===== src/hdl/gb_defs.svh =====
`ifndef GB_DEFS_SVH
`define GB_DEFS_SVH

// Bus and register widths
`define GB_ADDR_W 16
`define GB_DATA_W 8

// T-cycles in one M-cycle
`define GB_TCYCLES 4

// Interrupt sources
`define GB_NUM_INT 5

// RST-style vector table of base plus step times source index
`define GB_INT_VEC_BASE 16'h0040
`define GB_INT_VEC_STEP 16'd8

// Upper address byte for LDH style accesses
`define GB_HIGH_PAGE 8'hFF

`endif


===== src/hdl/gb_pkg.sv =====
`include "gb_defs.svh"

package gb_pkg;

    // Bus action of one M-cycle
    typedef enum logic [1:0] {
        BUS_IDLE  = 2'b00,
        BUS_FETCH = 2'b01,
        BUS_WRITE = 2'b10,
        BUS_READ  = 2'b11
    } bus_op_t;

    typedef enum logic [1:0] {
        AB_PC   = 2'b00,
        AB_TEMP = 2'b01,
        AB_SP   = 2'b10
    } ab_src_t;

    typedef enum logic [1:0] {
        DB_PC_LO   = 2'b00,
        DB_PC_HI   = 2'b01,
        DB_TEMP_LO = 2'b10,
        DB_TEMP_HI = 2'b11
    } db_src_t;

    // Pointer step done over T1 and T2
    typedef enum logic [1:0] {
        CT_NONE   = 2'b00,
        CT_PC_INC = 2'b01,
        CT_SP_DEC = 2'b10,
        CT_SP_INC = 2'b11
    } ct_op_t;

    typedef struct packed {
        bus_op_t bus_op;
        ab_src_t ab_src;
        db_src_t db_src;
        ct_op_t  ct_op;
        logic    high_mask; // Force high page on temp address
        logic    imm_hi;    // Read fills temp upper byte
        logic    pc_load;
        logic    ime;
        logic    halt;
        logic    stop;
    } uop_t;

    typedef struct packed {
        logic t0;
        logic t1;
        logic t2;
        logic t3;
        logic fetch_done; // T2 of a fetch cycle
    } tphase_t;

    typedef struct packed {
        logic [`GB_ADDR_W-1:0] pc;
        logic [`GB_ADDR_W-1:0] sp;
    } ptr_t;

    typedef struct packed {
        logic                  dispatch;
        logic [`GB_ADDR_W-1:0] vec;
    } int_req_t;

endpackage


===== src/hdl/bus_sequencer.sv =====
`timescale 1ns/1ps
`include "gb_defs.svh"

module bus_sequencer import gb_pkg::*; (
    input  logic                  clk,
    input  logic                  rst,
    input  uop_t                  uop,
    input  ptr_t                  ptrs,
    input  logic [`GB_DATA_W-1:0] din,
    output tphase_t               tphase,
    output logic [`GB_ADDR_W-1:0] temp,
    output logic [`GB_ADDR_W-1:0] a,
    output logic [`GB_DATA_W-1:0] dout,
    output logic                  rd,
    output logic                  wr,
    output logic                  phi
);

    localparam int CT_W = $clog2(`GB_TCYCLES);

    logic [CT_W-1:0]       ct_state;
    logic [`GB_ADDR_W-1:0] ab_sel;    // Address for this M-cycle
    logic [`GB_DATA_W-1:0] db_sel;    // Write data for this M-cycle
    logic                  bus_reads;

    ////////////////////
    // T-cycle counter
    ////////////////////

    // Free running and wrapping every M-cycle
    always_ff @(posedge clk or posedge rst) begin
        if (rst) begin
            ct_state <= '0;
        end else begin
            ct_state <= ct_state + 1'b1;
        end
    end

    assign tphase.t0         = (ct_state == CT_W'(0));
    assign tphase.t1         = (ct_state == CT_W'(1));
    assign tphase.t2         = (ct_state == CT_W'(2));
    assign tphase.t3         = (ct_state == CT_W'(3));
    assign tphase.fetch_done = tphase.t2 && (uop.bus_op == BUS_FETCH);

    ////////////////////
    // Bus source select
    ////////////////////

    always_comb begin
        case (uop.ab_src)
            AB_PC: ab_sel = ptrs.pc;
            AB_TEMP: begin
                if (uop.high_mask) begin
                    ab_sel = {`GB_HIGH_PAGE, temp[`GB_DATA_W-1:0]};
                end else begin
                    ab_sel = temp;
                end
            end
            AB_SP:   ab_sel = ptrs.sp;
            default: ab_sel = ptrs.pc; // Unused code
        endcase
    end

    always_comb begin
        case (uop.db_src)
            DB_PC_LO:   db_sel = ptrs.pc[`GB_DATA_W-1:0];
            DB_PC_HI:   db_sel = ptrs.pc[`GB_ADDR_W-1:`GB_DATA_W];
            DB_TEMP_LO: db_sel = temp[`GB_DATA_W-1:0];
            default:    db_sel = temp[`GB_ADDR_W-1:`GB_DATA_W];
        endcase
    end

    assign bus_reads = (uop.bus_op == BUS_FETCH) || (uop.bus_op == BUS_READ);

    ////////////////////
    // Bus registers
    ////////////////////

    always_ff @(posedge clk or posedge rst) begin
        if (rst) begin
            a    <= '0;
            dout <= '0;
            rd   <= 1'b0;
            wr   <= 1'b0;
            phi  <= 1'b1;
            temp <= '0;
        end else begin
            if (tphase.t0) begin
                // Address setup
                a   <= ab_sel;
                rd  <= bus_reads;
                wr  <= 1'b0;
                phi <= 1'b1;
            end else if (tphase.t2) begin
                rd  <= 1'b0;
                phi <= 1'b0;
                if (uop.bus_op == BUS_WRITE) begin
                    wr   <= 1'b1;
                    dout <= db_sel;
                end else begin
                    wr <= 1'b0;
                end
                // Data latch into the immediate register
                if (uop.bus_op == BUS_READ) begin
                    if (uop.imm_hi) begin
                        temp[`GB_ADDR_W-1:`GB_DATA_W] <= din;
                    end else begin
                        temp[`GB_DATA_W-1:0] <= din;
                    end
                end
            end else if (tphase.t3) begin
                rd   <= 1'b0; // Bus idle
                wr   <= 1'b0;
                dout <= '0;
            end
        end
    end

endmodule


===== src/hdl/gb_mcycle_core.sv =====
`timescale 1ns/1ps
`include "gb_defs.svh"

module gb_mcycle_core import gb_pkg::*; (
    input  logic                   clk,
    input  logic                   rst,
    input  uop_t                   uop,
    input  logic [`GB_DATA_W-1:0]  din,
    input  logic [`GB_NUM_INT-1:0] int_en,
    input  logic [`GB_NUM_INT-1:0] int_flags_in,
    input  logic [`GB_DATA_W-1:0]  key_in,
    output logic [`GB_ADDR_W-1:0]  a,
    output logic [`GB_DATA_W-1:0]  dout,
    output logic                   rd,
    output logic                   wr,
    output logic                   phi,
    output logic [`GB_NUM_INT-1:0] int_flags_out,
    output logic                   wake
);

    tphase_t               tphase;
    logic [`GB_ADDR_W-1:0] temp;    // 16-bit immediate
    ptr_t                  ptrs;
    logic                  dispatch_ack;
    int_req_t              int_req;

    // Phase counter and external bus
    bus_sequencer u_bus_sequencer (
        .clk    (clk),
        .rst    (rst),
        .uop    (uop),
        .ptrs   (ptrs),
        .din    (din),
        .tphase (tphase),
        .temp   (temp),
        .a      (a),
        .dout   (dout),
        .rd     (rd),
        .wr     (wr),
        .phi    (phi)
    );

    interrupt_unit u_interrupt_unit (
        .clk           (clk),
        .rst           (rst),
        .uop           (uop),
        .pc            (ptrs.pc),
        .tphase        (tphase),
        .dispatch_ack  (dispatch_ack),
        .int_en        (int_en),
        .int_flags_in  (int_flags_in),
        .key_in        (key_in),
        .int_req       (int_req),
        .int_flags_out (int_flags_out),
        .wake          (wake)
    );

    pc_sp_unit u_pc_sp_unit (
        .clk          (clk),
        .rst          (rst),
        .uop          (uop),
        .tphase       (tphase),
        .temp         (temp),
        .int_req      (int_req),
        .ptrs         (ptrs),
        .dispatch_ack (dispatch_ack)
    );

endmodule


===== src/hdl/interrupt_unit.sv =====
`timescale 1ns/1ps
`include "gb_defs.svh"

module interrupt_unit import gb_pkg::*; (
    input  logic                   clk,
    input  logic                   rst,
    input  uop_t                   uop,
    input  logic [`GB_ADDR_W-1:0]  pc,
    input  tphase_t                tphase,
    input  logic                   dispatch_ack,
    input  logic [`GB_NUM_INT-1:0] int_en,
    input  logic [`GB_NUM_INT-1:0] int_flags_in,
    input  logic [`GB_DATA_W-1:0]  key_in,
    output int_req_t               int_req,
    output logic [`GB_NUM_INT-1:0] int_flags_out,
    output logic                   wake
);

    localparam int IDX_W = $clog2(`GB_NUM_INT);

    logic [`GB_NUM_INT-1:0] masked;
    logic [`GB_NUM_INT-1:0] lowest;     // One-hot of the serviced source
    logic [IDX_W-1:0]       idx;
    logic                   any_masked;
    logic                   any_enabled; // IME plays no part here
    logic                   wake_next;
    logic                   dispatch;

    assign masked      = int_flags_in & int_en & {`GB_NUM_INT{uop.ime}};
    assign any_masked  = |masked;
    assign any_enabled = |(int_flags_in & int_en);

    // Lowest index wins
    always_comb begin
        idx = '0;
        for (int i = `GB_NUM_INT - 1; i >= 0; i--) begin
            if (masked[i]) begin
                idx = IDX_W'(i);
            end
        end
    end

    assign lowest = any_masked ? (`GB_NUM_INT'(1) << idx) : '0;

    assign int_req.dispatch = dispatch;
    assign int_req.vec      = any_masked ?
                              (`GB_INT_VEC_BASE + `GB_INT_VEC_STEP * `GB_ADDR_W'(idx)) : pc;

    assign int_flags_out = dispatch_ack ? (int_flags_in & ~lowest) : int_flags_in;

    ////////////////////
    // Dispatch and wake
    ////////////////////

    // Dispatch only starts at an instruction fetch
    always_ff @(posedge clk or posedge rst) begin
        if (rst) begin
            dispatch <= 1'b0;
        end else if (dispatch_ack) begin
            dispatch <= 1'b0;
        end else if (tphase.fetch_done && !dispatch && any_masked) begin
            dispatch <= 1'b1;
        end
    end

    always_comb begin
        if (uop.halt) begin
            wake_next = any_enabled;
        end else if (uop.stop) begin
            wake_next = any_enabled || (|key_in); // Keypad also wakes from stop
        end else begin
            wake_next = 1'b0;
        end
    end

    always_ff @(posedge clk or posedge rst) begin
        if (rst) begin
            wake <= 1'b0;
        end else begin
            wake <= wake_next;
        end
    end

endmodule


===== src/hdl/pc_sp_unit.sv =====
`timescale 1ns/1ps
`include "gb_defs.svh"

module pc_sp_unit import gb_pkg::*; (
    input  logic                  clk,
    input  logic                  rst,
    input  uop_t                  uop,
    input  tphase_t               tphase,
    input  logic [`GB_ADDR_W-1:0] temp,
    input  int_req_t              int_req,
    output ptr_t                  ptrs,
    output logic                  dispatch_ack
);

    logic [`GB_ADDR_W-1:0] pc;
    logic [`GB_ADDR_W-1:0] sp;
    logic                  step_en;
    logic                  step_pc;  // PC is the target, else SP
    logic                  step_sub;
    logic [`GB_ADDR_W-1:0] step_src;
    logic [`GB_DATA_W-1:0] add_a;
    logic [`GB_DATA_W-1:0] add_b;
    logic [`GB_DATA_W:0]   add_sum;  // MSB is carry or borrow
    logic                  carry;
    logic                  we_lo;
    logic                  we_hi;

    assign ptrs.pc = pc;
    assign ptrs.sp = sp;

    // Jump with a pending dispatch acknowledges it
    assign dispatch_ack = tphase.t0 && uop.pc_load && int_req.dispatch;

    ////////////////////
    // Byte serial step
    ////////////////////

    assign step_en  = (uop.ct_op != CT_NONE);
    assign step_pc  = (uop.ct_op == CT_PC_INC);
    assign step_sub = (uop.ct_op == CT_SP_DEC);
    assign step_src = step_pc ? pc : sp;

    // T1 works on the low byte, T2 on the high byte
    assign add_a = tphase.t1 ? step_src[`GB_DATA_W-1:0] : step_src[`GB_ADDR_W-1:`GB_DATA_W];
    assign add_b = tphase.t1 ? `GB_DATA_W'(1) : `GB_DATA_W'(carry);

    always_comb begin
        if (step_sub) begin
            add_sum = {1'b0, add_a} - {1'b0, add_b};
        end else begin
            add_sum = {1'b0, add_a} + {1'b0, add_b};
        end
    end

    assign we_lo = step_en && tphase.t1;
    assign we_hi = step_en && tphase.t2;

    ////////////////////
    // Pointer registers
    ////////////////////

    always_ff @(posedge clk or posedge rst) begin
        if (rst) begin
            pc    <= '0;
            sp    <= '0;
            carry <= 1'b0;
        end else begin
            if (tphase.t0 && uop.pc_load) begin
                pc <= int_req.dispatch ? int_req.vec : temp;
            end

            if (we_lo) begin
                carry <= add_sum[`GB_DATA_W]; // Held for the high byte
                if (step_pc) begin
                    pc[`GB_DATA_W-1:0] <= add_sum[`GB_DATA_W-1:0];
                end else begin
                    sp[`GB_DATA_W-1:0] <= add_sum[`GB_DATA_W-1:0];
                end
            end

            if (we_hi) begin
                if (step_pc) begin
                    pc[`GB_ADDR_W-1:`GB_DATA_W] <= add_sum[`GB_DATA_W-1:0];
                end else begin
                    sp[`GB_ADDR_W-1:`GB_DATA_W] <= add_sum[`GB_DATA_W-1:0];
                end
            end
        end
    end

endmodule


===== config.mk =====
export PLATFORM = sky130hd
export DESIGN_NAME = gb_mcycle_core
export DESIGN_NICKNAME = d
export VERILOG_FILES = /design/src/hdl/gb_pkg.sv /design/src/hdl/bus_sequencer.sv /design/src/hdl/gb_mcycle_core.sv /design/src/hdl/interrupt_unit.sv /design/src/hdl/pc_sp_unit.sv
export VERILOG_INCLUDE_DIRS = /design/src /design/src/hdl
export SDC_FILE = /design/constraint.sdc
export NUM_CORES = 1
export LEC_CHECK = 0
export BUFFER_PORTS_ARGS = -buffer_cell sky130_fd_sc_hd__buf_2
export CAP_MARGIN = 40
export CORE_ASPECT_RATIO = 1.25
export CORE_UTILIZATION = 50
export CTS_CLUSTER_DIAMETER = 120
export CTS_CLUSTER_SIZE = 25
export DETAILED_ROUTE_END_ITERATION = 10
export PLACE_DENSITY_LB_ADDON = 0.05
export SYNTH_ARGS = -nofsm -noshare
export SYNTH_HDL_FRONTEND = slang
export SYNTH_SLANG_ARGS = --single-unit
export TNS_END_PERCENT = 30

===== constraint.sdc =====
create_clock -name clk -period 4.1 [get_ports clk]
set_input_delay 0.82 -clock clk [delete_from_list [all_inputs] [get_ports clk]]
set_output_delay 0.82 -clock clk [all_outputs]
set_load 0.03 [all_outputs]

==> results.md <==
Status:
- The run finished with clean final reports.

Die:
- The row count is 38.
- In this run the standard cell core region covers around 8700 um^2.
- The die covers between 9000 and 10000 um^2.
- For this configuration, the core starts out at a cell density of slightly above 50%.
- The die boundary width is roughly 87 um.
- The die is 108.5 um tall.
- In this run the count of I/O pins placed on the die edge is 75.

Timing:
- The slew at the pin closest to its max-slew limit is 741.6 ps.
- The final setup violation count is 0.
- The tightest slew margin relative to the limit is roughly half.
- The total negative slack is 0 ps.
- The top achievable clock speed is around 0.28 GHz.
- The worst path uses 86.51% of the clock period.
- The final count of hold timing violations came to 0.
- The minimum period implied by the final worst setup slack is 3547 ps.
- The final number of max-transition violations was 0.
- The clock arrives with approximately 18 ps of skew.
- Setup repair after global routing left no endpoint under its margin.

Global route:
- The aggregate global routing overflow is 0.
- The first global-routing pass estimated 19550 um of wire.
- The via count of the first global-routing pass is ~3700.
- The number of antenna violations at the first check in global routing is 0.
- Entering global routing, the biggest net connects 35 pins.
- The overall track demand over capacity in global routing is roughly 28%.

Logic synthesis:
- The synthesized net count is about 490.
- The synthesized design devotes to its leading area cell type a little over two fifths of total area.
- The synthesized instance count is 440.
- The async set or reset register ratio after synthesis is 100.0%.
- Sorting the synthesized cells by how often they occur yields 79 x dfrtp_1, 55 x nand2_1, 40 x o21ai_0.
- In this run the cell area of the synthesized design comes to 4536 um^2.
- The warning count from the yosys run is 0.
- In the synthesized netlist the dominant register cell turns out to be dfrtp_1.
- Sorting the synthesized cells by area gives the leading types as dfrtp_1 44%, mux4_2 7.9%, mux2_2 7.0%.
- The post-synthesis sequential area ratio is between 40 and 50%.
- dfrtp_1 takes more of the synthesized area than any other cell.
- Synthesis inferred 80 register bits.
- In this run, distinct cell masters in the synthesized netlist total 57.
- The synthesized area per cell is 10.31 um^2.
- By instance count, the leading cell after synthesis is dfrtp_1.
- In this run, synthesis inferred 0 flip-flops with an integrated enable.

CTS:
- After clock tree synthesis, the setup repair step added 0 buffers.
- The clock latency reported for the late side of the worst-skew pair is 370 ps.
- Clock-pin slew was measured on the worst setup and hold paths at roughly 100 ps.
- The post-cts repair resize count is 0.
- The cell at the root of the clock tree is clkbuf_8.
- The number of buffers created by CTS is 9.
- The longest clock path from root to sink contains 2 buffers.
- The maximum level of the CTS H-tree is 3.
- For this design, the sink count on the clock tree is 80.
- TritonCTS built the clock tree.
- In this run, post-CTS hold repair placed 0 buffers.

Place:
- Input and output buffers added on the ports amount to 74.
- The cell total after placement is about 620.
- The global placer's final weighted congestion is between 0.8 and 0.9.
- Detailed placement finished with a half-perimeter wire length of slightly below 9000 um.

Job:
- Max-cap violations in this run came to 0.

Finish:
- Relative to the synthesized area, the layout overhead comes to 16.63%.
- Excluding fillers, the count of instances in the completed layout stands at 635.
- The diode insertion count for antenna repair is 0.
- The number of nets in the finished design is around 560.
- The share of final-layout standard cells stronger than drive strength 1 is 29.13%.

Critical path:
- The reg-to-reg setup timing slack is approximately 550 ps.
- The path depth of the worst reg2reg path is 11.
- The end of the worst register-to-register path is u_pc_sp_unit.pc[7].
- The critical register-to-register path startpoint is u_bus_sequencer.ct_state[1].
- The classification of the worst setup path is register to register.
- The maximum fanout count along the critical path is 9.
- The arrival time of the worst setup path is about 3800 ps.
- The required time at the endpoint of the critical path is 4350 ps.
- The worst setup path is launched from a register.
- The worst setup path is captured at a register.

Detailed routing:
- Dividing the detail-routed wire length by the instance count gives around 19 um.
- The detailed-route via count is 3885.
- Wires add up to about 12000 um.
- The number of DRC violations after detailed-routing iteration 0 is 319.
- The count of TritonRoute iterations in the first routing pass is 5.
- The remaining routing DRC violations is 0.
- Using the TritonRoute via totals, the vias-per-cell ratio works out to between 6 and 7.
- In this run the remaining antenna-violating nets after routing total 0.

Power:
- The worst voltage drop across the vdd grid is about 0.28 mV.
- In this run the power density over the cells is 507.7 nW/um^2.
- The leakage dissipation is 0.002358 uW.

Min path:
- The min-delay analysis places its worst path in the category primary input to asynchronous set/reset pin.
[per-stage QoR]
step | worst slack (ps) | total power (uW) | hold slack (ps) | area (um^2) | util (%)
floorplan | 680.2 | 1759 | 458.5 | 4536 | -
detailed placement | 345.4 | 2025 | 470.2 | 5064 | 57.88
global route | 296.3 | 2851 | 380.8 | 5290 | 60.47
finish | 553.0 | 2686 | 362.1 | 5290 | 60.47
CTS | 636.5 | 2688 | 371.1 | 5290 | 60.47
global placement | 441.5 | 2002 | 460.0 | 5004 | 57.19
[kinds of logic (layout without fill, tap and decap cells)]
group	count (synthesis)	count (layout)	synth area share (%)
adder cells (fa/ha/maj)	12	12	3.476
buffers and inverters	39	114	3.420
flip-flops	80	80	44.17
multiplexers	48	48	15.78
XOR/XNOR	7	7	1.352
AND/OR/NAND/NOR	116	116	11.67
AO/OA/AOI/OAI	138	138	20.14
[how the worst max path moves through the flow]
stage / slack (ps) / to / from / cells after the start
2_1_floorplan: 680 / u_pc_sp_unit.pc[4] / uop[6] / 12
3_3_place_gp: 440 / u_pc_sp_unit.pc[4] / uop[7] / 11
3_5_place_dp: 350 / u_pc_sp_unit.pc[15] / uop[7] / 10
4_1_cts: 640 / u_pc_sp_unit.pc[7] / u_bus_sequencer.ct_state[1] / 11
5_1_grt: 300 / u_pc_sp_unit.pc[15] / u_bus_sequencer.ct_state[1] / 11
6_report: 550 / u_pc_sp_unit.pc[7] / u_bus_sequencer.ct_state[1] / 11
[per-layer routing]
metal | vias to the layer above | share of wire, % | global-route usage (%)
li1 | 1798 | - | -
met1 | 1929 | 45 | 38.05
met2 | 141 | 48 | 44.88
met3 | 17 | 6.2 | 4.885
met4 | 0 | 1.6 | 7.494
met5 | - | 0 | 0
[placed cells by master, fill, tap and decap left out, types with 3 or more instances in the layout]
master	Yosys	layout
a22oi_1	12	12
inv_1	12	11
o21ai_0	40	40
nor3_1	7	7
buf_4	0	8
a21oi_1	36	36
buf_2	1	75
nand2b_1	3	3
nor2b_1	3	3
xnor2_1	3	3
nand3_1	13	13
nor4_1	5	5
a21o_1	3	3
or3_1	5	5
ha_1	11	11
clkbuf_8	0	9
mux2_2	28	28
a22o_1	8	8
mux2i_1	4	4
xor2_1	4	4
nor2_1	16	16
a221oi_1	10	10
dfrtp_1	79	79
mux4_2	16	16
nand2_1	55	55
[worst max-delay path, stage by stage (launching register included)]
cell	delay [ps]
dfrtp_1	420
inv_1	110
ha_1	240
nor2_1	90
nor2_1	460
clkinv_1	400
ha_1	390
a21oi_1	270
nor2b_1	270
o22ai_1	260
o311a_1	390
and3_1	140
[registers in the layout, summed over array words and instances (netlist names)]
signal	flops
u_bus_sequencer.a	16
u_bus_sequencer.ct_state	2
u_bus_sequencer.dout	8
u_bus_sequencer.phi	1
u_bus_sequencer.rd	1
u_bus_sequencer.temp	16
u_bus_sequencer.wr	1
u_interrupt_unit.dispatch	1
u_interrupt_unit.wake	1
u_pc_sp_unit.carry	1
u_pc_sp_unit.pc	16
u_pc_sp_unit.sp	16
[power by group]
| group | switching (uW) | leakage (uW) | internal, uW |
|---|---|---|---|
| logic | 505 | 0.00125 | 376 |
| registers | 168 | 0.00100 | 976 |
| clock network | 313 | 0.000110 | 349 |
| total | 985 | 0.00236 | 1700 |
[layout make-up]
type / instances / area [um^2]
inverter: 13 / 50.05
clock inverter: 7 / 102.6
multi-input combinational: 321 / 2377
tap: 120 / 150.1
clock buffer: 9 / 123.9
fill: 810 / 3458
timing repair buffer: 85 / 483.0
sequential: 80 / 2003
Note: power is estimated with default switching activity, not from simulation.
